**src/dual_issue_pkg.sv**
```systemverilog
package dual_issue_pkg;

    typedef logic [31:0] word_t;
    typedef logic [4:0]  reg_addr_t;

    // primary opcode field, instr[31:26]
    typedef enum logic [5:0] {
        OP_SPECIAL = 6'h00,
        OP_ADDIU   = 6'h09,
        OP_SLTI    = 6'h0a,
        OP_SLTIU   = 6'h0b,
        OP_ANDI    = 6'h0c,
        OP_ORI     = 6'h0d,
        OP_XORI    = 6'h0e,
        OP_LUI     = 6'h0f
    } opcode_e;

    // function field of SPECIAL, instr[5:0]
    typedef enum logic [5:0] {
        FN_SLL  = 6'h00,
        FN_SRL  = 6'h02,
        FN_SRA  = 6'h03,
        FN_ADDU = 6'h21,
        FN_SUBU = 6'h23,
        FN_AND  = 6'h24,
        FN_OR   = 6'h25,
        FN_XOR  = 6'h26,
        FN_NOR  = 6'h27,
        FN_SLT  = 6'h2a,
        FN_SLTU = 6'h2b
    } funct_e;

    typedef enum logic [3:0] {
        ALU_ADD, ALU_SUB, ALU_AND, ALU_OR, ALU_XOR, ALU_NOR, ALU_SLT,
        ALU_SLTU, ALU_SLL, ALU_SRL, ALU_SRA, ALU_LUI, ALU_NOP
    } alu_op_e;

    typedef struct packed {
        alu_op_e   alu_op;
        reg_addr_t rs;
        reg_addr_t rt;
        logic      reads_rs;
        logic      reads_rt;
        logic [4:0] shamt;
        word_t     imm_value;
        logic      use_shamt;
        logic      use_imm;
        logic      reg_wen;
        reg_addr_t reg_waddr;
    } decoded_t;

    typedef struct packed {
        logic      wen;
        reg_addr_t waddr;
        word_t     wdata;
    } wb_t;

    localparam int DEFAULT_FIFO_DEPTH = 8;

endpackage

```
**src/alu.sv**
```systemverilog
`timescale 1ns/1ps

module alu (
    input  dual_issue_pkg::alu_op_e op_i,
    input  dual_issue_pkg::word_t   a_i,
    input  dual_issue_pkg::word_t   b_i,
    output dual_issue_pkg::word_t   y_o
);
    import dual_issue_pkg::*;

    logic [4:0] sh;

    // shift distance from a, value from b
    assign sh = a_i[4:0];

    always_comb begin
        case (op_i)
            ALU_ADD:  y_o = a_i + b_i;
            ALU_SUB:  y_o = a_i - b_i;
            ALU_AND:  y_o = a_i & b_i;
            ALU_OR:   y_o = a_i | b_i;
            ALU_XOR:  y_o = a_i ^ b_i;
            ALU_NOR:  y_o = ~(a_i | b_i);
            ALU_SLT:  y_o = {31'b0, $signed(a_i) < $signed(b_i)};
            ALU_SLTU: y_o = {31'b0, a_i < b_i};
            ALU_SLL:  y_o = b_i << sh;
            ALU_SRL:  y_o = b_i >> sh;
            ALU_SRA:  y_o = word_t'($signed(b_i) >>> sh);
            ALU_LUI:  y_o = {b_i[15:0], 16'h0000};
            default:  y_o = '0;
        endcase
    end

endmodule

```
**config.mk**
```make
export PLATFORM = sky130hd
export DESIGN_NAME = alu
export DESIGN_NICKNAME = d
export VERILOG_FILES = /design/src/dual_issue_pkg.sv /design/src/alu.sv
export SDC_FILE = /design/constraint.sdc
export NUM_CORES = 1
export LEC_CHECK = 0
export BUFFER_PORTS_ARGS = -buffer_cell sky130_fd_sc_hd__buf_4
export CAP_MARGIN = 15
export CORE_MARGIN = 2
export CORE_UTILIZATION = 30
export DETAILED_ROUTE_END_ITERATION = 8
export GPL_ROUTABILITY_DRIVEN = 0
export GPL_TIMING_DRIVEN = 0
export PLACE_DENSITY_LB_ADDON = 0.08
export SYNTH_ARGS = -nofsm -noshare
export SYNTH_HDL_FRONTEND = slang
export SYNTH_SLANG_ARGS = --single-unit
```
**constraint.sdc**
```tcl
create_clock -name vclk -period 10.1
set_input_delay 2.02 -clock vclk [all_inputs]
set_output_delay 2.02 -clock vclk [all_outputs]
set_load 0.1 [all_outputs]
```
==> results.py <==
metrics = {
    "sta": {
        "rsz0062_at_grt": "false",
        "tightest_slew_ns": 1.362,
        "hold_viol": 0,
        "final-setup-viol-count": 0,
        "fin_crit_sh_pct": 94.30,
        "slew_viol_final": 0,
        "relSlewSlack_pct": 8.883,
        "max_freq_mhz": 105.0,
        "setup_tns_ns": 0,
        "period_minus_slack_ns": 9.524,
    },
    "logic_synthesis": {
        "syn-mean-instance-area_um2": 6.643,
        "syn_inst": 1323,
        "yosys.area_share.simple_pct": 20.94,
        "synth_xor_area_share_pct": 0.5979,
        "synth_area_um2": 8788,
        "synth_compound_area_share_pct": 39.01,
        "synth_top_cell_by_area": "ha_1",
        "ys_types": 78,
        "ys_warn_count": 0,
        "yosysMostFrequentCell": "nor2_1",
        "yosys-top-cells-area": "ha_1, a21oi_1, nor2_1",
        "synthAdderAreaFrac_pct": 14.41,
        "synthTopCellsByCount": "nor2_1, a21oi_1, inv_1",
        "synthMuxAreaShare_pct": 15.50,
        "synth_top_area_share_pct": 13.95,
        "synth_nets": 1491,
        "synth_top_family_by_area": "compound AO/OA/AOI/OAI gates",
        "synth-seq-area-share_pct": 0,
    },
    "cells_and_area": {
        "finish.utilization_pct": 34.89,
        "final_nets": 1594,
        "instances_no_fill": 1810,
        "area_growth_pct": 14.25,
        "seq_area_um2": 0,
        "seq_cell_count": 0,
        "clkbuf_count": 0,
        "design_area_um2": 10040,
        "drive_gt1_share_pct": 12.29,
    },
    "clocking": {
        "cts_repair_resize_count": 0,
        "cts_hold_repair.buffers": 0,
        "postCtsSetupBuffers": 0,
    },
    "outcome": {
        "outcome": "complete, no violations",
    },
    "worst_setup_path": {
        "crit_start": "a_i[2]",
        "slowest_delay_ns": 0.73,
        "slowest_stage": "o41ai_2",
        "cp-end-kind": "primary output",
        "critPathMaxFanout": 10,
        "worst_setup_path_start_kind": "input pin",
        "path_cells": "buf_4 -> clkbuf_2 -> inv_1 -> buf_1 -> clkbuf_1 -> buf_2 -> ha_1 -> nand2b_1 -> o2111ai_1 -> a311oi_2 -> a41oi_1 -> o41ai_2 -> a21oi_1 -> o31ai_1 -> a21oi_1 -> o21ai_0 -> buf_4",
        "required_ns": 8.08,
        "setup.worst_path.class": "input pin to primary output",
        "cp.arrival_ns": 7.50,
    },
    "global_routing": {
        "grt_pass1_wl_mm": 73.86,
        "grt_usage_pct": 32.26,
        "grt_max_degree": 12,
        "grt_overflow": 0,
        "grt_pass1_vias": 10900,
        "antenna_found_initial": 0,
    },
    "worst_hold_path": {
        "hold_start": "a_i[8]",
        "hold_path_class": "input pin to primary output",
    },
    "floorplan": {
        "initial_core_util_pct": 30.54,
        "core-area_um2": 28780,
        "die_w_um": 175.2,
        "die_height_um": 175.2,
        "dieArea_um2": 30680,
        "ioPinCount": 100,
        "rows": 62,
    },
    "placed_design": {
        "dpl.hpwl_mm": 41.19,
        "placed_cells": 1808,
        "port_buffers": 100,
        "place_area_um2": 10040,
    },
    "drt": {
        "via_count": 11860,
        "wl_mm": 51.77,
        "viasPerCell": 6.550,
        "firstDrtPassIters": 6,
        "postRouteAntennaNets": 0,
        "drt_iter0_drc": 1752,
        "wl_per_cell_um": 28.60,
        "route.detailed.drc": 0,
    },
    "job": {
        "maxCapViolations": 0,
    },
}
-- routing by layer --
metal / up-vias / track usage, % / wire length (um)
met1: 5641 / 44.64 / 21290
met5: - / 0 / 0
met3: 149 / 5.918 / 5882
met4: 0 / 16.60 / 3110
met2: 878 / 47.44 / 21490
li1: 5187 / - / -
-- logic make-up after synthesis --
logic type,count (synthesis)
multiplexers,91
XOR/XNOR,6
adder cells (fa/ha/maj),100
buffers and inverters,207
AND/OR/NAND/NOR,404
AO/OA/AOI/OAI,515
-- layout by cell type, fill, tap and decap left out, drive strengths merged, types with 17 or more instances in the layout --
master  Yosys  layout
a21oi     164     164
nor3       33      33
nand2      89      89
o21ai      87      87
a211oi     31      31
nand3      27      27
o211ai     22      22
inv       101     101
clkbuf     73      73
a221oi     21      21
mux2i      45      45
nor2      174     174
a211o      17      17
mux4       33      33
ha         98      98
buf        32     133
-- stage by stage --
stage                     worst slack [ns]  hold WS (ns)
after global routing                0.3234         4.846
after detailed placement            0.7214         4.792
after CTS                           0.7280         4.792
final                               0.5762         4.786
after floorplan                     0.7286         4.805
after global placement              0.7623         4.793
-- path summary, 6_finish.rpt --
check / end / slack (ns) / cells past startpoint
setup / recovery: y_o[27] / 0.58 / 17
hold / removal: y_o[8] / 4.79 / 6
-- area by class of cell --
type                       instances  area, um^2
fill                            3208       18740
multi-input combinational       1116        7955
timing repair buffer             101       762.0
tap                              384       480.5
buffer                           105       455.4
inverter                         102       382.9
antenna                            2       5.005
-- worst max-delay path, delay by kind of cell --
kind                       cells  cell delay [ns]
adders and majority gates      1             0.36
buffers and inverters          7             2.39
and+or+nand+nor                1             0.10
AOI/OAI and AO/OA              8             2.61
