[config.mk]
export PLATFORM = sky130hd
export DESIGN_NAME = forward_unit
export DESIGN_NICKNAME = d
export VERILOG_FILES = /design/src/dual_issue_pkg.sv /design/src/forward_unit.sv
export SDC_FILE = /design/constraint.sdc
export NUM_CORES = 1
export LEC_CHECK = 0
export BUFFER_PORTS_ARGS = -buffer_cell sky130_fd_sc_hd__buf_4
export CORE_AREA = 4 4 173 175
export DETAILED_ROUTE_END_ITERATION = 8
export DIE_AREA = 0 0 177 179
export GPL_TIMING_DRIVEN = 0
export SETUP_SLACK_MARGIN = 0.2
export SLEW_MARGIN = 20
export SYNTH_ARGS = -nofsm -noshare
export SYNTH_HDL_FRONTEND = slang
export SYNTH_SLANG_ARGS = --single-unit
[constraint.sdc]
create_clock -name vclk -period 3.1
set_input_delay 0.31 -clock vclk [all_inputs]
set_output_delay 0.31 -clock vclk [all_outputs]
set_load 0.02 [all_outputs]
[src/dual_issue_pkg.sv]
package dual_issue_pkg;

    typedef logic [31:0] word_t;
    typedef logic [4:0]  reg_addr_t;

    // primary opcode field, instr[31:26]
    typedef enum logic [5:0] {
        OP_SPECIAL = 6'h00,
        OP_ADDIU   = 6'h09,
        OP_SLTI    = 6'h0a,
        OP_SLTIU   = 6'h0b,
        OP_ANDI    = 6'h0c,
        OP_ORI     = 6'h0d,
        OP_XORI    = 6'h0e,
        OP_LUI     = 6'h0f
    } opcode_e;

    // function field of SPECIAL, instr[5:0]
    typedef enum logic [5:0] {
        FN_SLL  = 6'h00,
        FN_SRL  = 6'h02,
        FN_SRA  = 6'h03,
        FN_ADDU = 6'h21,
        FN_SUBU = 6'h23,
        FN_AND  = 6'h24,
        FN_OR   = 6'h25,
        FN_XOR  = 6'h26,
        FN_NOR  = 6'h27,
        FN_SLT  = 6'h2a,
        FN_SLTU = 6'h2b
    } funct_e;

    typedef enum logic [3:0] {
        ALU_ADD, ALU_SUB, ALU_AND, ALU_OR, ALU_XOR, ALU_NOR, ALU_SLT,
        ALU_SLTU, ALU_SLL, ALU_SRL, ALU_SRA, ALU_LUI, ALU_NOP
    } alu_op_e;

    typedef struct packed {
        alu_op_e   alu_op;
        reg_addr_t rs;
        reg_addr_t rt;
        logic      reads_rs;
        logic      reads_rt;
        logic [4:0] shamt;
        word_t     imm_value;
        logic      use_shamt;
        logic      use_imm;
        logic      reg_wen;
        reg_addr_t reg_waddr;
    } decoded_t;

    typedef struct packed {
        logic      wen;
        reg_addr_t waddr;
        word_t     wdata;
    } wb_t;

    localparam int DEFAULT_FIFO_DEPTH = 8;

endpackage

[src/forward_unit.sv]
`timescale 1ns/1ps

module forward_unit (
    input  dual_issue_pkg::decoded_t dec_master_i,
    input  dual_issue_pkg::decoded_t dec_slave_i,
    input  dual_issue_pkg::word_t    rf_m_rs_i,
    input  dual_issue_pkg::word_t    rf_m_rt_i,
    input  dual_issue_pkg::word_t    rf_s_rs_i,
    input  dual_issue_pkg::word_t    rf_s_rt_i,
    input  dual_issue_pkg::wb_t      e_master_i,
    input  dual_issue_pkg::wb_t      e_slave_i,
    output dual_issue_pkg::word_t    m_rs_o,
    output dual_issue_pkg::word_t    m_rt_o,
    output dual_issue_pkg::word_t    s_rs_o,
    output dual_issue_pkg::word_t    s_rt_o
);
    import dual_issue_pkg::*;

    // E slave over E master over regfile
    function automatic word_t resolve(reg_addr_t ra, word_t rf_val, wb_t e_m, wb_t e_s);
        word_t v;
        v = rf_val;
        if (ra != '0 && e_m.wen && e_m.waddr == ra) begin
            v = e_m.wdata;
        end
        if (ra != '0 && e_s.wen && e_s.waddr == ra) begin
            v = e_s.wdata;
        end
        return v;
    endfunction

    assign m_rs_o = resolve(dec_master_i.rs, rf_m_rs_i, e_master_i, e_slave_i);
    assign m_rt_o = resolve(dec_master_i.rt, rf_m_rt_i, e_master_i, e_slave_i);
    assign s_rs_o = resolve(dec_slave_i.rs, rf_s_rs_i, e_master_i, e_slave_i);
    assign s_rt_o = resolve(dec_slave_i.rt, rf_s_rt_i, e_master_i, e_slave_i);

endmodule

==> results.txt <==
- Compared with the post-synthesis result, the final layout area differs by 72.3%.
- Site row count: 62
- Vert. Die Dim: 179 µm
- Top-area cell type share of the netlist area: 18.4%
* Number of max-slew violations in the final report: 0
- Detailed-route DRC error count: 0
* Most used standard cells in the synthesized netlist: a31oi_1, nor3_1, o21ai_0
- Met2 wirelength from detailed routing: 16.1 mm
* Startpoint class of the critical path: input port
- The die covers 31700 µm².
* Final min period: 2.84 ns
* First-pass GRT wire length: 50.2 mm
- Arrival time of the worst setup path: 2.53 ns
- Summed over all instances, the cell type with the most area after synthesis is a31oi_1.
- The run finished with clean final reports.
* Sequential cell count: 0
- Entering global routing, the biggest net connects 11 pins.
- Achievable clock frequency: 353 MHz
* Detailed-route wire length on metal 1: 15.4 mm
- The total overflow left after global routing is 0.
- Average via count per standard cell: 5.25
- Power per cell area: 187 nW/µm²
- Class of the worst hold path: in -> out
* Total routed wirelength: 35.6 mm
- Share of the clock period used by the worst path after layout: 91.5%
- In this run the worst path has a maximum fanout of 10.
- Number of clock buffer instances in the layout: 0
* Worst supply voltage drop on vdd: 0.0833 mV
* Synthesized area: 4350 µm²
* GRT Overall Usage: 20.7%
- Met3 wire length: 3.20 mm
- Post-Synthesis Mean Instance Area: 5.52 µm²
- Final setup violation count: 0
* Worst setup path class: in -> out
- In the final routed layout, each cell accounts on average for 23.3 µm.
- Number of nets in the layout: 1467
- For this design the top-level I/O count stands at 454.
* Overall Power: 1.40 mW
- Post-DP HPWL: 29.8 mm
- Max-cap violations in this run came to 0.
* Number of buffer cells added on primary ports: 346
- Mapped Nets: 1114
- At the end of the flow the core is filled with cells to 26.3%.
* Final RePlAce weighted congestion: 0.885
- The finished cells cover 7490 µm².
- Summed over all cells, the static leakage comes to 2.66 nW.
- Of the cells placed in the final design, the portion with a size suffix greater than 1 is 36.3%.
- Measured against its own limit, the worst slew margin works out to 35.3%.
- Across all hold checks on the routed design, the worst slack comes to 1.02 ns.
- The pre-antenna-repair detailed-routing pass consisted of 5 iterations.
* Data required time of the critical path: 2.79 ns
- Largest cells by area after synthesis: a31oi_1, nor3_1, o21ai_0
- Sequential cell area: 0 µm²
- Starting utilization of the core area: 15.3%
* Sequential element share of the synthesized area: 0%
- At the pin with the least slew margin, the transition time is 0.967 ns.
- Worst setup slack before clock tree synthesis: -0.0608 ns
- CORE AREA: 28500 µm²
- The initial antenna violation count was 1.
- Distinct cells, synth: 23
- DRC marker count from the first detailed-route iteration: 655
- Worst Slack Setup Final: 0.263 ns
- Final ANT Viol Nets: 0
- For this block, the via count after detailed routing is 8008.
- Yosys printed 0 warnings.
* Die Span X: 177 µm
* Hold violation total from the final report: 0
- The highest layer touched by signal routing is met4.
- Post-placement cell area: 7430 µm²
- The via count of the first global-routing pass came to 7839.
* Kind of end point of the critical path: primary output
* Number of standard cells after synthesis: 788
* Unrepaired setup endpoints after global routing: no
[metal layers]
metal | global-route usage [%] | up-vias
met4 | 3.90 | 0
met1 | 28.0 | 3705
li1 | - | 3730
met3 | 3.58 | 53
met2 | 34.7 | 520
met5 | 0 | -
[timing repair]
action / in CTS / in global routing
endpoints found under the setup margin: 31 / 3
endpoints found under the hold margin: 0 / 0
setup buffers: 2 / 3
pin swaps: 0 / 1
resized for setup: 2 / 2
hold buffers: 0 / 0
[critical path, stage by stage]
cell and delay [ns]:
buf_4 0.14, xor2_1 0.77, or4b_4 0.33, clkbuf_1 0.32, o21ai_0 0.13, a31oi_1 0.30, buf_4 0.21
[cell type report]
type | count | area [µm²]
antenna | 1 | 2.50
tap | 384 | 480
fill | 3313 | 21000
multi-input combinational | 678 | 3870
buffer | 110 | 507
timing repair buffer | 351 | 2640
[where the power goes]
group          switching, mW    total [mW]  internal (mW)
combinational          0.872          1.40          0.530
sequential                 0             0              0
clock                      0  0.0000000434   0.0000000434
total                  0.872          1.40          0.530
[cells in the final DEF (no fill, tap or decap), drive strengths merged]
master	count
diode	1
o21ai	128
buf	381
nor4b	2
or4b	4
nand3	64
a31oi	128
nand2	96
xor2	12
nor4	64
clkbuf	80
or4	4
o211ai	8
nand4	4
o211a	4
or2	4
xnor2	28
nor3	128
[metrics by stage]
stage	setup TNS [ns]	instances
2_1_floorplan	0	788
3_3_place_gp	-0.0526	1518
3_5_place_dp	-0.113	1518
4_1_cts	0	1520
5_1_grt	0	1524
6_report	0	1524
[cell families after synthesis]
group	synth area share (%)
AOI/OAI and AO/OA	36.4
xor gates and xnor gates	8.06
buffers and inverters	11.6
and+or+nand+nor	43.9
[worst paths after layout]
path                           start          to  slack, ns  cells after the start
worst min-delay path    rf_m_rt_i[7]   m_rt_o[7]       1.02                      4
worst max-delay path  e_master_i[33]  s_rt_o[10]       0.26                      7
(Power assumes the default switching activity.)
