## config.mk

```make
export PLATFORM = sky130hd
export DESIGN_NAME = decoder
export DESIGN_NICKNAME = d
export VERILOG_FILES = /design/src/dual_issue_pkg.sv /design/src/decoder.sv
export SDC_FILE = /design/constraint.sdc
export NUM_CORES = 1
export LEC_CHECK = 0
export BUFFER_PORTS_ARGS = -buffer_cell sky130_fd_sc_hd__buf_2
export CAP_MARGIN = 10
export CORE_MARGIN = 10
export CORE_UTILIZATION = 35
export DETAILED_ROUTE_END_ITERATION = 8
export MAX_ROUTING_LAYER = met4
export PLACE_DENSITY_LB_ADDON = 0.25
export SYNTH_ARGS = -nofsm -noshare
export SYNTH_HDL_FRONTEND = slang
export SYNTH_SLANG_ARGS = --single-unit
export TNS_END_PERCENT = 5
```

## constraint.sdc

```tcl
create_clock -name vclk -period 2
set_clock_uncertainty 0.05 [all_clocks]
set_input_delay 0.4 -clock vclk [all_inputs]
set_output_delay 0.4 -clock vclk [all_outputs]
set_load 0.005 [all_outputs]
```

## src/dual_issue_pkg.sv

```systemverilog
package dual_issue_pkg;

    typedef logic [31:0] word_t;
    typedef logic [4:0]  reg_addr_t;

    // primary opcode field, instr[31:26]
    typedef enum logic [5:0] {
        OP_SPECIAL = 6'h00,
        OP_ADDIU   = 6'h09,
        OP_SLTI    = 6'h0a,
        OP_SLTIU   = 6'h0b,
        OP_ANDI    = 6'h0c,
        OP_ORI     = 6'h0d,
        OP_XORI    = 6'h0e,
        OP_LUI     = 6'h0f
    } opcode_e;

    // function field of SPECIAL, instr[5:0]
    typedef enum logic [5:0] {
        FN_SLL  = 6'h00,
        FN_SRL  = 6'h02,
        FN_SRA  = 6'h03,
        FN_ADDU = 6'h21,
        FN_SUBU = 6'h23,
        FN_AND  = 6'h24,
        FN_OR   = 6'h25,
        FN_XOR  = 6'h26,
        FN_NOR  = 6'h27,
        FN_SLT  = 6'h2a,
        FN_SLTU = 6'h2b
    } funct_e;

    typedef enum logic [3:0] {
        ALU_ADD, ALU_SUB, ALU_AND, ALU_OR, ALU_XOR, ALU_NOR, ALU_SLT,
        ALU_SLTU, ALU_SLL, ALU_SRL, ALU_SRA, ALU_LUI, ALU_NOP
    } alu_op_e;

    typedef struct packed {
        alu_op_e   alu_op;
        reg_addr_t rs;
        reg_addr_t rt;
        logic      reads_rs;
        logic      reads_rt;
        logic [4:0] shamt;
        word_t     imm_value;
        logic      use_shamt;
        logic      use_imm;
        logic      reg_wen;
        reg_addr_t reg_waddr;
    } decoded_t;

    typedef struct packed {
        logic      wen;
        reg_addr_t waddr;
        word_t     wdata;
    } wb_t;

    localparam int DEFAULT_FIFO_DEPTH = 8;

endpackage

```

## src/decoder.sv

```systemverilog
`timescale 1ns/1ps

module decoder (
    input  dual_issue_pkg::word_t    instr_i,
    output dual_issue_pkg::decoded_t dec_o
);
    import dual_issue_pkg::*;

    word_t     imm_sext;
    word_t     imm_zext;
    reg_addr_t waddr;

    assign imm_sext = {{16{instr_i[15]}}, instr_i[15:0]};
    assign imm_zext = {16'h0000, instr_i[15:0]};

    always_comb begin
        dec_o           = '0;
        dec_o.alu_op    = ALU_NOP;
        dec_o.rs        = instr_i[25:21];
        dec_o.rt        = instr_i[20:16];
        dec_o.shamt     = instr_i[10:6];
        dec_o.reads_rs  = 1'b1;
        dec_o.use_imm   = 1'b1;
        dec_o.imm_value = imm_sext;
        waddr           = instr_i[20:16];

        case (opcode_e'(instr_i[31:26]))
            OP_SPECIAL: begin
                dec_o.use_imm  = 1'b0;
                dec_o.reads_rt = 1'b1;
                waddr          = instr_i[15:11];
                case (funct_e'(instr_i[5:0]))
                    FN_ADDU: dec_o.alu_op = ALU_ADD;
                    FN_SUBU: dec_o.alu_op = ALU_SUB;
                    FN_AND:  dec_o.alu_op = ALU_AND;
                    FN_OR:   dec_o.alu_op = ALU_OR;
                    FN_XOR:  dec_o.alu_op = ALU_XOR;
                    FN_NOR:  dec_o.alu_op = ALU_NOR;
                    FN_SLT:  dec_o.alu_op = ALU_SLT;
                    FN_SLTU: dec_o.alu_op = ALU_SLTU;
                    FN_SLL:  dec_o.alu_op = ALU_SLL;
                    FN_SRL:  dec_o.alu_op = ALU_SRL;
                    FN_SRA:  dec_o.alu_op = ALU_SRA;
                    default: dec_o.alu_op = ALU_NOP;
                endcase
                // shift amount comes from the shamt field, rs is ignored
                if (dec_o.alu_op inside {ALU_SLL, ALU_SRL, ALU_SRA}) begin
                    dec_o.use_shamt = 1'b1;
                    dec_o.reads_rs  = 1'b0;
                end
            end
            OP_ADDIU: dec_o.alu_op = ALU_ADD;
            OP_SLTI:  dec_o.alu_op = ALU_SLT;
            // sign extended, then compared unsigned
            OP_SLTIU: dec_o.alu_op = ALU_SLTU;
            OP_ANDI: begin
                dec_o.alu_op    = ALU_AND;
                dec_o.imm_value = imm_zext;
            end
            OP_ORI: begin
                dec_o.alu_op    = ALU_OR;
                dec_o.imm_value = imm_zext;
            end
            OP_XORI: begin
                dec_o.alu_op    = ALU_XOR;
                dec_o.imm_value = imm_zext;
            end
            OP_LUI: begin
                dec_o.alu_op    = ALU_LUI;
                dec_o.imm_value = imm_zext;
                dec_o.reads_rs  = 1'b0;
            end
            default: dec_o.alu_op = ALU_NOP;
        endcase

        // unknown words read nothing and write nothing
        if (dec_o.alu_op == ALU_NOP) begin
            dec_o.reads_rs = 1'b0;
            dec_o.reads_rt = 1'b0;
        end
        dec_o.reg_waddr = waddr;
        dec_o.reg_wen   = (dec_o.alu_op != ALU_NOP) && (waddr != '0);
    end

endmodule

```

==> impl_results.md <==
- Status: finished, violations left
- Failing checks: negative setup slack
- Vias/cell: 4.727
- WHS: 750.0 ps
- Most common cell after layout, fill and taps aside: buf_2
- DP Wirelength: 2117 um
- Row Count: 17
- Crit path DAT: 1570 ps
- RSZ-0062 raised after global routing: true
- Reg area: 0 um^2
- Max incr delay on CP: 340 ps
- Clock buffers: 0
- Non-filler cells, final: 165
- # fillers: 246
- Syn_nets: 138
- I/O Buffers: 68
- Number of global-route vias before repair: 757
- Detailed-route via count: 780
- Post-DP Area: 890.9 um^2
- Die area: 4515 um^2
- Multi-input logic area: 411.6 um^2
- Overflow after GRT: 0
- Post-Synthesis Cell Area: 779.5 um^2
- Largest net degree at the start of global routing: 17
- Gate Count Post-Synth: 106
- Final setup fails: 3
- Endpoint class of the critical path: output pin
- Die Width: 67.19 um
- Seq_cells: 0
- Hold Vio Cnt, Final: 0
- Initial antenna violation count: 0
- All-Layer GR Usage: 9.238%
- Crit path max-delay family: simple AND/OR/NAND/NOR gates
- Worst slew pin tran: 502.1 ps
- Initial DRC count: 26
- Antenna viol nets, final: 0
- Fin util: 41.70%
- Max-cap violations: 0
- CP startpoint kind: input pin
- DR pass1 iterations: 4
- Initial Util: 35.93%
- Share of layout cells above drive strength 1: 67.15%
- CP required: 1550 ps
- IO Pins: 93
- Clock period minus worst slack: 2020 ps
- Hold Buf Count CTS: 0
- Type of the worst min-delay path: input pin to output pin
- Slowest-stage cell, CP: nor4_4
- Crit path cell chain: buf_2 -> nor4_4 -> nand2_2 -> mux2_4 -> buf_2
- DRC errors left: 0
- Routability congestion estimate: 0.7239
- Synth cell types: 34
- Pwr/cell area: 194.1 nW/um^2
- Top achievable clock speed: 0.4949 GHz
- Yosys warnings: 0
- Drt wl/cell: 14.22 um
- Post-Place Cells: 165
- First-pass GRT wire length: 3463 um
- Number of buffers and inverters on the critical path: 2
- Period utilisation layout: 101.0%
- Seq/Total Area, Yosys: 0%
- Max-slew violations: 0
- VDD IR max: 0.00007863 V
- Floorplan core area: 2170 um^2
- Most frequent cells in the layout: 68 x buf_2, 11 x buf_4, 5 x nand2_1
- Syn avg cell area: 7.354 um^2
- Slew HR: 66.42%
- Nets: 171
- Non-Filler Cell Area, Final: 904.6 um^2
- Setup_tns: -58.80 ps
- ANT cells: 0
- WL final: 2347 um
- Leak: 0.4718 nW
- Critical path type: input pin to output pin
- Most frequent CP cell: buf_2
- Die Y: 67.19 um
- Setup ws final: -20.44 ps
- Crit-path max FO: 11
- Area Overhead vs Synth: 16.05%
-- cell families after synthesis --
family	Yosys count	share of synthesized area, %
buffers and inverters	53	48.96
and+or+nand+nor	28	22.15
AOI/OAI and AO/OA	19	18.94
muxes	5	8.667
adders and majority gates	1	1.284
-- layout make-up --
class                           count  share of cell area (%)
Inverter                            4                   1.660
Tap cell                           28                   3.873
Multi-Input combinational cell     53                   45.50
Timing Repair Buffer               80                   48.96
-- cells in the mapped netlist --
| library cell | n | area share (%) |
|---|---|---|
| a2111oi_2 | 1 | 1.9 |
| a211o_1 | 2 | 2.2 |
| a211oi_1 | 2 | 1.9 |
| a21boi_0 | 1 | 0.96 |
| a21oi_1 | 3 | 1.9 |
| a31oi_1 | 2 | 1.6 |
| buf_2 | 2 | 1.3 |
| buf_4 | 46 | 44 |
| buf_6 | 1 | 1.4 |
| inv_1 | 4 | 1.9 |
| maj3_1 | 1 | 1.3 |
| mux2_2 | 2 | 2.9 |
| mux2_4 | 3 | 5.8 |
| nand2_1 | 5 | 2.4 |
| nand2_2 | 1 | 0.80 |
| nand2b_1 | 1 | 0.80 |
| nand3_1 | 2 | 1.3 |
| nand3b_1 | 3 | 2.9 |
| nand4_1 | 1 | 0.80 |
| nand4b_1 | 1 | 1.1 |
| nor2_1 | 4 | 1.9 |
| nor2b_1 | 1 | 0.80 |
| nor3_1 | 3 | 1.9 |
| nor3b_1 | 1 | 0.96 |
| nor4_1 | 1 | 0.80 |
| nor4_4 | 1 | 2.7 |
| o211ai_1 | 1 | 0.96 |
| o21ai_0 | 1 | 0.64 |
| o22a_1 | 3 | 3.4 |
| o31ai_1 | 1 | 0.96 |
| o32a_1 | 1 | 1.3 |
| o32ai_1 | 1 | 1.1 |
| or3_2 | 1 | 0.96 |
| or4_1 | 2 | 1.9 |
-- per-layer routing --
metal | vias up | share of wire, % | global-route usage [%]
met5 | - | 0 | -
met4 | 0 | 0.17 | 0.2564
met3 | 2 | 11 | 1.488
met2 | 36 | 49 | 16.47
met1 | 348 | 40 | 11.18
li1 | 394 | - | -
-- path summary, 6_finish.rpt --
kind                   startpoint   endpoint  cells past startpoint
worst max-delay path  instr_i[27]   dec_o[3]                      5
worst min-delay path   instr_i[8]  dec_o[16]                      0
-- timing repair --
| action | in CTS | in global routing |
|---|---|---|
| endpoints found under the setup margin | 11 | 29 |
| resized for setup | 0 | 4 |
| setup buffers | 0 | 0 |
| pin swaps | 4 | 0 |
-- power breakdown --
group / switching, mW / total [mW] / internal, mW
Clock: 0 / 0 / 0
Sequential: 0 / 0 / 0
Combinational: 0.0845 / 0.176 / 0.0911
-- through the flow --
stage | setup slack, ps | total power, mW
2_1_floorplan | 74.21 | 0.1351
3_3_place_gp | -25.76 | 0.1744
3_5_place_dp | -31.03 | 0.1756
4_1_cts | -28.38 | 0.1760
5_1_grt | -126.1 | 0.1974
6_report | -20.44 | 0.1756
Note: power is estimated with default switching activity, not from simulation.
