### src/dual_issue_pkg.sv
package dual_issue_pkg;

    typedef logic [31:0] word_t;
    typedef logic [4:0]  reg_addr_t;

    // primary opcode field, instr[31:26]
    typedef enum logic [5:0] {
        OP_SPECIAL = 6'h00,
        OP_ADDIU   = 6'h09,
        OP_SLTI    = 6'h0a,
        OP_SLTIU   = 6'h0b,
        OP_ANDI    = 6'h0c,
        OP_ORI     = 6'h0d,
        OP_XORI    = 6'h0e,
        OP_LUI     = 6'h0f
    } opcode_e;

    // function field of SPECIAL, instr[5:0]
    typedef enum logic [5:0] {
        FN_SLL  = 6'h00,
        FN_SRL  = 6'h02,
        FN_SRA  = 6'h03,
        FN_ADDU = 6'h21,
        FN_SUBU = 6'h23,
        FN_AND  = 6'h24,
        FN_OR   = 6'h25,
        FN_XOR  = 6'h26,
        FN_NOR  = 6'h27,
        FN_SLT  = 6'h2a,
        FN_SLTU = 6'h2b
    } funct_e;

    typedef enum logic [3:0] {
        ALU_ADD, ALU_SUB, ALU_AND, ALU_OR, ALU_XOR, ALU_NOR, ALU_SLT,
        ALU_SLTU, ALU_SLL, ALU_SRL, ALU_SRA, ALU_LUI, ALU_NOP
    } alu_op_e;

    typedef struct packed {
        alu_op_e   alu_op;
        reg_addr_t rs;
        reg_addr_t rt;
        logic      reads_rs;
        logic      reads_rt;
        logic [4:0] shamt;
        word_t     imm_value;
        logic      use_shamt;
        logic      use_imm;
        logic      reg_wen;
        reg_addr_t reg_waddr;
    } decoded_t;

    typedef struct packed {
        logic      wen;
        reg_addr_t waddr;
        word_t     wdata;
    } wb_t;

    localparam int DEFAULT_FIFO_DEPTH = 8;

endpackage

### src/issue_ctrl.sv
`timescale 1ns/1ps

module issue_ctrl (
    input  logic                     empty_i,
    input  logic                     almost_empty_i,
    input  dual_issue_pkg::decoded_t dec_master_i,
    input  dual_issue_pkg::decoded_t dec_slave_i,
    output logic                     issue_master_o,
    output logic                     issue_slave_o
);

    logic rs_dep;
    logic rt_dep;
    logic raw_hazard;

    // slave source matching the master destination
    assign rs_dep = dec_slave_i.reads_rs && (dec_slave_i.rs == dec_master_i.reg_waddr);
    assign rt_dep = dec_slave_i.reads_rt && (dec_slave_i.rt == dec_master_i.reg_waddr);

    assign raw_hazard = dec_master_i.reg_wen && (rs_dep || rt_dep);

    assign issue_master_o = !empty_i;

    // needs a second word in the queue; a dependent slave waits one cycle
    // and goes out as next cycle's master
    assign issue_slave_o = !empty_i && !almost_empty_i && !raw_hazard;

endmodule

### config.mk
export PLATFORM = sky130hd
export DESIGN_NAME = issue_ctrl
export DESIGN_NICKNAME = d
export VERILOG_FILES = /design/src/dual_issue_pkg.sv /design/src/issue_ctrl.sv
export SDC_FILE = /design/constraint.sdc
export NUM_CORES = 1
export LEC_CHECK = 0
export ABC_AREA = 1
export BUFFER_PORTS_ARGS = -buffer_cell sky130_fd_sc_hd__buf_2
export CORE_MARGIN = 8
export CORE_UTILIZATION = 11
export DETAILED_ROUTE_END_ITERATION = 7
export PLACE_DENSITY = 0.8
export SYNTH_ARGS = -nofsm -noshare
export SYNTH_HDL_FRONTEND = slang
export SYNTH_SLANG_ARGS = --single-unit
### constraint.sdc
create_clock -name vclk -period 0.8
set_clock_uncertainty 0.15 [all_clocks]
set_input_delay 0.16 -clock vclk [all_inputs]
set_output_delay 0.16 -clock vclk [all_outputs]
set_load 0.01 [all_outputs]
==> key figures, run 1 <==
Power and ir drop
  • Worst vdd ir: 0.152 mV
  • Leakage dissipation: 0.295 nW
  • Power Density: between 400 and 500 nW/um2

STA
  • Setup ws final: -0.337 ns
  • Clock period minus worst slack: ~1.1 ns
  • Hold Vio Cnt, Final: 0
  • Unrepaired setup endpoints after global routing: yes
  • WHS: just over 0.4 ns
  • Final Max Slew Viols: 0
  • Worst slew margin: 93.3%
  • Tcrit/Tclk final: 142%
  • FMAX: ~0.9 GHz
  • Pin slew with the least headroom to its limit: around 0.1 ns
  • # setup viols final: 1

Cells and area
  • Area grow syn2layout: 112%
  • Fin util: between 20% and 30%
  • Sequential cell count: 0
  • Most frequent cells in the layout: nand2_1, buf_2, inv_2
  • Antenna diodes: 0
  • Share of layout cells above drive strength 1: 52.6%
  • Fillcell total: roughly 240
  • Layout Nets: 204
  • # clk buffers: 0
  • Storage cell area: 0 um2
  • Most common cell after layout, fill and taps aside: nand2_1

Critical path
  • CP Max Fanout: 3
  • CP Capture Point: issue_slave_o
  • Arr. time, crit path: 0.83 ns
  • CP endpoint kind: output port
  • Slowest CP cell: buf_2
  • Critical Path RT: 0.49 ns
  • Critical path depth: 9
  • Crit path largest cell delay: 0.13 ns
  • CP Launch Type: input port
  • Crit path max-delay family: simple AND/OR/NAND/NOR gates
  • Critical path type: input port to output port
  • Most common cell on crit path: nand2_1
  • Worst-path cell chain: buf_8 -> inv_8 -> nand2_2 -> nand2_1 -> nor2_1 -> nand3_1 -> nand2_1 -> a21oi_2 -> buf_2
  • Worst Setup SP: dec_master_i[2]
  • Worst path bufs/invs: 3

Logic synthesis
  • Synthesis Warnings: 0
  • Mux cell area share after synthesis: 0%
  • Largest family of logic cells by synthesized area: simple AND/OR/NAND/NOR gates
  • Cell variety after synth: 6
  • Post-Synth Adder-Cell Area: 0%
  • Area contributors post-synth: nand2_1, inv_1, nor2_1
  • Yosys top cell by area: nand2_1
  • Seq/Total Area, Yosys: 0%
  • Synthesized instance count: 56
  • Compound-gate portion of the synthesized area: 3.98%
  • Synth Net Count: between 150 and 200
  • XOR/XNOR share of the synthesized area: 0%
  • Yosys top cell area share: 49.4%
  • Avg Synthesized Cell Area: 3.93 um2
  • Post-synthesis cell area: 220 um2
  • Post-Synth Simple-Gate Area: 70.5%

Detailed routing
  • Drt total wl: 787 um
  • Vias after detailed routing: 358
  • DRC Markers: 0
  • Routed WL per cell: approximately 7.5 um
  • DRT iter0 DRCs: 3
  • DR pass1 iterations: 2
  • Via-to-Cell Ratio: ~3.4
  • Post-DRT Antenna Nets: 0

Clock network
  • Hold Buf Count CTS: 0

Die
  • Ports: ~130
  • FP Rows: 16
  • Initial Util: between 10% and 20%
  • Core Footprint: 1920 um2
  • Die area: approximately 3700 um2
  • Die height: 60.7 um
  • Die W: 60.7 um

GRT
  • Global-route usage over all layers: 3.97%
  • Gr ovfl total: 0
  • Largest net degree at the start of global routing: 4
  • Vias in the first global route: 322
  • Initial antenna violation count: 0
  • First-pass GRT wire length: 1180 um

Run
  • Maxcap violations: 0

Status
  • Failing checks: setup timing
  • Status: finished, violations left

Place
  • Detail Placement HPWL: 714 um
  • Final weighted congestion in routability-driven placement: 0.652
  • Number of port buffers: 22

Min path
  • Worst hold-check path type: input port to output port
-- tightest hold or removal path: cells and delay by family --
family / cells / cell delay (ns)
buffers and inverters: 3 / 0.23
-- kinds of logic (layout without fill, tap and decap cells) --
kind of cell	count (synthesis)	in the layout
buffers and inverters	15	37
AOI/OAI and AO/OA	1	1
and+or+nand+nor	40	40
-- through the flow --
stage / power (W) / cell area (um2) / instances / setup slack, ns / TNS [ns]
3_5_place_dp: 0.000165 / 392 / 105 / -0.435 / -0.435
6_report: 0.000205 / 467 / 105 / -0.337 / -0.337
3_3_place_gp: 0.000164 / 392 / 105 / -0.422 / -0.422
5_1_grt: 0.000231 / 467 / 105 / -0.412 / -0.412
4_1_cts: 0.000195 / 447 / 105 / -0.333 / -0.333
2_1_floorplan: 0.0000818 / 248 / 56 / -0.114 / -0.114
-- report_power, final --
| part | leakage (nW) | switching, W | internal, W |
|---|---|---|---|
| sequential | 0 | 0 | 0 |
| clock | 0 | 0 | 0 |
| combinational | 0.295 | 0.0000928 | 0.000113 |
| total | 0.295 | 0.0000928 | 0.000113 |
-- how the worst min path moves through the flow --
stage / startpoint / endpoint / slack (ns) / depth (start not counted)
after floorplan: empty_i / issue_master_o / 0.21 / 1
after global placement: empty_i / issue_master_o / 0.40 / 3
after detailed placement: empty_i / issue_master_o / 0.41 / 3
after CTS: empty_i / issue_master_o / 0.41 / 3
after global routing: empty_i / issue_master_o / 0.43 / 3
final: empty_i / issue_master_o / 0.40 / 3
-- Yosys cell counts (all sizes together) --
library cell	n
inv	15
a21oi	1
or2	1
nand3	2
nor2	8
nand2	29
-- metal layers --
layer | global-route usage (%) | wire [um]
met4 | 0 | 0
met5 | 0 | 0
met3 | 1.91 | 79
met2 | 6.33 | 359
met1 | 4.99 | 348
-- timing repair --
item	in CTS	in global routing
endpoints found under the setup margin	1	1
resized for setup	14	7
pin swaps	15	7
setup buffers	0	0
-- cell type report --
cell class	instances	area [um2]	area share, %
inverter	15	81.3	17.4
tap	27	33.8	7.24
multi-input combinational	41	179	38.3
timing repair buffer	22	173	37.0
Power figures use the tool's default switching activity.
==> inputs of run 2 (changes only) <==
- SETUP_SLACK_MARGIN: unset -> 0.5
==> key figures, run 2 (synthesis gave the netlist of run 1 again) <==
Detailed routing
  • Vias after detailed routing: 359 (was 358)
  • Post-DRT Antenna Nets: 0 (unchanged)
  • DRC Markers: 0 (unchanged)
  • Via-to-Cell Ratio: 3.39 (was 3.41)
  • DRT iter0 DRCs: 2 (was 3)
  • Routed WL per cell: 7.53 um (was 7.50 um)
  • Drt total wl: 798 um (was 787 um)
  • DR pass1 iterations: 2 (unchanged)

Place
  • Post-DP Area: 412 um2 (was 392 um2)
  • Detail Placement HPWL: 746 um (was 714 um)
  • Final weighted congestion in routability-driven placement: 0.703 (was 0.652)
  • Number of port buffers: 22 (unchanged)
  • Cells after DPL: 106 (was 105)

Cells and area
  • Storage cell area: 0 um2 (unchanged)
  • Share of layout cells above drive strength 1: 48.1% (was 52.6%)
  • Most frequent cells in the layout: nand2_1, buf_2, buf_6 (was nand2_1, buf_2, inv_2)
  • Antenna diodes: 0 (unchanged)
  • Sequential cell count: 0 (unchanged)
  • Fillcell total: 258 (was 244)
  • Most common cell after layout, fill and taps aside: nand2_1 (unchanged)
  • Final Cell Area: 498 um2 (was 467 um2)
  • Area grow syn2layout: 126% (was 112%)
  • # clk buffers: 0 (unchanged)
  • Layout Nets: 205 (was 204)
  • Non-filler cells, final: 106 (was 105)

STA
  • Final Max Slew Viols: 0 (unchanged)
  • Pin slew with the least headroom to its limit: 0.118 ns (was 0.101 ns)
  • Tcrit/Tclk final: 142% (about the same)
  • Clock period minus worst slack: 1.14 ns (about the same)
  • # setup viols final: 2 (was 1)
  • Hold Vio Cnt, Final: 0 (unchanged)
  • Setup ws final: -0.335 ns (was -0.337 ns)
  • Unrepaired setup endpoints after global routing: yes (unchanged)
  • Worst slew margin: 92.1% (was 93.3%)
  • FMAX: 0.881 GHz (was 0.880 GHz)
  • Setup TNS: -0.342 ns (was -0.337 ns)

Die
  • FP Rows: 16 (unchanged)
  • Die area: 3690 um2 (unchanged)
  • Ports: 126 (unchanged)
  • Die W: 60.7 um (unchanged)
  • Initial Util: 11.5% (unchanged)
  • Die height: 60.7 um (unchanged)
  • Core Footprint: 1920 um2 (unchanged)

Critical path
  • Worst-path cell chain: buf_2 -> inv_1 -> nand2_1 -> nand2_1 -> nor2_1 -> nand3_1 -> nand2_1 -> a21oi_2 -> buf_2 (was buf_8 -> inv_8 -> nand2_2 -> nand2_1 -> nor2_1 -> nand3_1 -> nand2_1 -> a21oi_2 -> buf_2)
  • CP endpoint kind: output port (unchanged)
  • Critical Path RT: 0.49 ns (about the same)
  • Most common cell on crit path: nand2_1 (unchanged)
  • Crit path max-delay family: simple AND/OR/NAND/NOR gates (unchanged)
  • Crit path largest cell delay: 0.13 ns (about the same)
  • CP Max Fanout: 2 (was 3)
  • Arr. time, crit path: 0.83 ns (about the same)
  • CP Launch Type: input port (unchanged)
  • Slowest CP cell: buf_2 (unchanged)
  • Worst path bufs/invs: 3 (unchanged)
  • Critical path type: input port to output port (unchanged)

Min path
  • Worst hold-check path type: input port to output port (unchanged)

Run
  • Maxcap violations: 0 (unchanged)

GRT
  • Vias in the first global route: 315 (was 322)
  • Initial antenna violation count: 0 (unchanged)
  • Largest net degree at the start of global routing: 4 (unchanged)
  • First-pass GRT wire length: 1250 um (was 1180 um)
  • Gr ovfl total: 0 (unchanged)
  • Global-route usage over all layers: 4.14% (was 3.97%)

Power and ir drop
  • Worst vdd ir: 0.150 mV (was 0.152 mV)
  • Power Density: 446 nW/um2 (was 440 nW/um2)
  • Leakage dissipation: 0.307 nW (was 0.295 nW)

Clock network
  • Hold Buf Count CTS: 0 (unchanged)

Status
  • Failing checks: setup timing (unchanged)
  • Status: finished, violations left (unchanged)
[run 2: cell types whose count changed in the layout (fill, tap and decap cells not counted), sizes merged]
cell / previous run / this run
buf: 22 / 23
[run 2: path summary, 6_finish.rpt]
path            start            end  slack, ns  cells past startpoint
min   dec_master_i[5]  issue_slave_o       0.43                      3
max   dec_slave_i[48]  issue_slave_o      -0.34                      9
[run 2: what timing repair did]
action,4_1_cts,5_1_grt
buffers inserted,0,0
resized for setup,13,7
endpoints found under the setup margin,2,2
pin swaps,7,5
gates cloned,0,0
[run 2: power by group]
part	internal [W]	switching (W)	total (W)
clock network	0	0	0
logic	0.000125	0.0000970	0.000222
registers	0	0	0
[run 2: per-stage QoR]
stage	total power, W	util, %	hold WS [ns]	setup slack (ns)
global placement	0.000178	21.4	0.424	-0.419
detailed placement	0.000180	21.4	0.427	-0.430
global route	0.000246	25.9	0.444	-0.391
CTS	0.000210	24.3	0.434	-0.340
finish	0.000222	25.9	0.428	-0.335
floorplan	0.0000853	-	0.184	-0.114
[run 2: layout make-up]
class / count / area [um2] / area share (%)
timing repair buffer: 23 / 199 / 39.9
tap: 27 / 33.8 / 6.78
inverter: 15 / 96.3 / 19.3
multi-input combinational: 41 / 169 / 33.9
[run 2: per-layer routing]
layer  GRT usage, %  wire length, um  up-vias  part of all wire, %
li1               -                -      205                    -
met1           5.46              350      138                   44
met2           5.73              300       16                   38
met3           2.75              147        0                   18
met4              0                0        0                    0
met5              0                0        -                    0
==> inputs of run 3 (changes only) <==
- clock period: 0.8 -> 1 ns (I/O delays scaled with it)
==> key figures, run 3 (synthesis gave the netlist of run 1 again) <==
Cells and area
  • Fillcell total: 242 (was 258)
  • Non-filler cells, final: 106 (unchanged)
  • Antenna diodes: 0 (unchanged)
  • Sequential cell count: 0 (unchanged)
  • Most frequent cells in the layout: nand2_1, buf_6, inv_2 (was nand2_1, buf_2, buf_6)
  • Multi-input gate area: 184 um2 (was 169 um2)
  • Area grow syn2layout: 150% (was 126%)
  • Layout Nets: 205 (unchanged)
  • Storage cell area: 0 um2 (unchanged)
  • Share of layout cells above drive strength 1: 60.8% (was 48.1%)
  • # clk buffers: 0 (unchanged)
  • Most common cell after layout, fill and taps aside: nand2_1 (unchanged)

STA
  • Setup TNS: -0.226 ns (was -0.342 ns)
  • Clock period minus worst slack: 1.23 ns
  • Final Max Slew Viols: 0 (unchanged)
  • Hold Vio Cnt, Final: 0 (unchanged)
  • Worst slew margin: 93.3% (was 92.1%)
  • Tcrit/Tclk final: 123%
  • Setup ws final: -0.226 ns (was -0.335 ns)
  • FMAX: 0.816 GHz
  • WHS: 0.502 ns (was 0.428 ns)
  • Unrepaired setup endpoints after global routing: yes (unchanged)
  • # setup viols final: 1 (was 2)
  • Pin slew with the least headroom to its limit: 0.0997 ns (was 0.118 ns)

Die
  • Die W: 60.7 um (unchanged)
  • Ports: 126 (unchanged)
  • Core Footprint: 1920 um2 (unchanged)
  • Die area: 3690 um2 (unchanged)
  • Die height: 60.7 um (unchanged)
  • FP Rows: 16 (unchanged)
  • Initial Util: 11.5% (unchanged)

Critical path
  • Arr. time, crit path: 0.88 ns (was 0.83 ns)
  • Critical Path RT: 0.65 ns (was 0.49 ns)
  • CP Max Fanout: 2 (unchanged)
  • CP endpoint kind: output port (unchanged)
  • CP Launch Type: input port (unchanged)
  • Critical path type: input port to output port (unchanged)

Power and ir drop
  • Power Density: 366 nW/um2 (was 446 nW/um2)
  • Sequential share of power: 0% (about the same)
  • Cell Int Power: 0.000117 W (was 0.000125 W)
  • Worst vdd ir: 0.150 mV (about the same)
  • Switching power total: 0.0000839 W (was 0.0000970 W)
  • Clk network pwr share: 0% (about the same)
  • Comb pwr share: 100.0% (about the same)
  • Leakage dissipation: 0.316 nW (was 0.307 nW)
  • Switch share: 41.7% (was 43.7%)

GRT
  • Largest net degree at the start of global routing: 4 (unchanged)
  • First-pass GRT wire length: 1280 um (was 1250 um)
  • Vias in the first global route: 331 (was 315)
  • Initial antenna violation count: 0 (unchanged)
  • Gr ovfl total: 0 (unchanged)
  • Global-route usage over all layers: 4.23% (was 4.14%)

Place
  • Detail Placement HPWL: 725 um (was 746 um)
  • Cells after DPL: 106 (unchanged)
  • Number of port buffers: 22 (unchanged)
  • Final weighted congestion in routability-driven placement: 0.701 (was 0.703)

Detailed routing
  • Drt total wl: 821 um (was 798 um)
  • Routed WL per cell: 7.75 um (was 7.53 um)
  • Vias after detailed routing: 357 (was 359)
  • DR pass1 iterations: 1 (was 2)
  • DRT iter0 DRCs: 0 (was 2)
  • Via-to-Cell Ratio: 3.37 (was 3.39)
  • DRC Markers: 0 (unchanged)
  • Post-DRT Antenna Nets: 0 (unchanged)

Min path
  • Hold wc startpoint: dec_master_i[5] (unchanged)
  • Hold EP: issue_slave_o (unchanged)
  • Worst hold-check path type: input port to output port (unchanged)
  • Hold Path Depth: 3 (unchanged)

Clock network
  • Hold Buf Count CTS: 0 (unchanged)
  • Setup bufs post-CTS: 0 (unchanged)

Run
  • Maxcap violations: 0 (unchanged)

Status
  • Failing checks: setup timing (unchanged)
  • Status: finished, violations left (unchanged)
[run 3: cell types whose count changed in the layout (fill, tap and decap cells not counted), sizes merged]
cell	before	now
clkinv	0	1
inv	15	14
[run 3: per-layer routing]
metal  track usage (%)  up-vias  routed length, um
met2              5.88       16                329
met1              5.46      137                343
met5                 0        -                  0
met4                 0        0                  0
met3              2.97        0                148
li1                  -      204                  -
[run 3: critical path: stages]
cell and delay, ns:
buf_4 0.12, nand2_1 0.06, nand2_1 0.05, nor2_1 0.11, nand3_1 0.08, nand2_1 0.08
a21oi_2 0.05, buf_2 0.13
[run 3: worst max path at each step]
stage                               start            end  slack [ns]  depth (start not counted)
after detailed placement  dec_master_i[1]  issue_slave_o       -0.32                          9
after floorplan           dec_master_i[1]  issue_slave_o       0.006                          7
after CTS                 dec_master_i[1]  issue_slave_o       -0.22                          8
final                     dec_slave_i[49]  issue_slave_o       -0.23                          8
after global routing      dec_slave_i[49]  issue_slave_o       -0.29                          9
after global placement    dec_master_i[1]  issue_slave_o       -0.30                          9
[run 3: area by class of cell]
cell class / count / share of cell area [%]
inverters: 15 / 18.0
multi-input cells: 41 / 33.4
well taps: 27 / 6.14
repair buffers: 23 / 42.5
[run 3: repair_timing]
item,in CTS,in global routing
pin swaps,11,19
resized for setup,16,21
setup endpoints to repair,2,2
[run 3: power groups by stage]
stage / combinational (W) / clock [W] / sequential (W)
finish: 0.000201 / 0 / 0
detailed placement: 0.000143 / 0 / 0
floorplan: 0.0000682 / 0 / 0
global placement: 0.000142 / 0 / 0
CTS: 0.000172 / 0 / 0
global route: 0.000221 / 0 / 0
[run 3: per-stage QoR]
| step | worst slack [ns] | total power (W) | cell area [um2] | util, % |
|---|---|---|---|---|
| after floorplan | 0.00573 | 0.0000682 | 260 | - |
| after global placement | -0.300 | 0.000142 | 412 | 21.4 |
| after detailed placement | -0.315 | 0.000143 | 412 | 21.4 |
| after CTS | -0.221 | 0.000172 | 477 | 24.8 |
| after global routing | -0.290 | 0.000221 | 551 | 28.6 |
| final | -0.226 | 0.000201 | 551 | 28.6 |
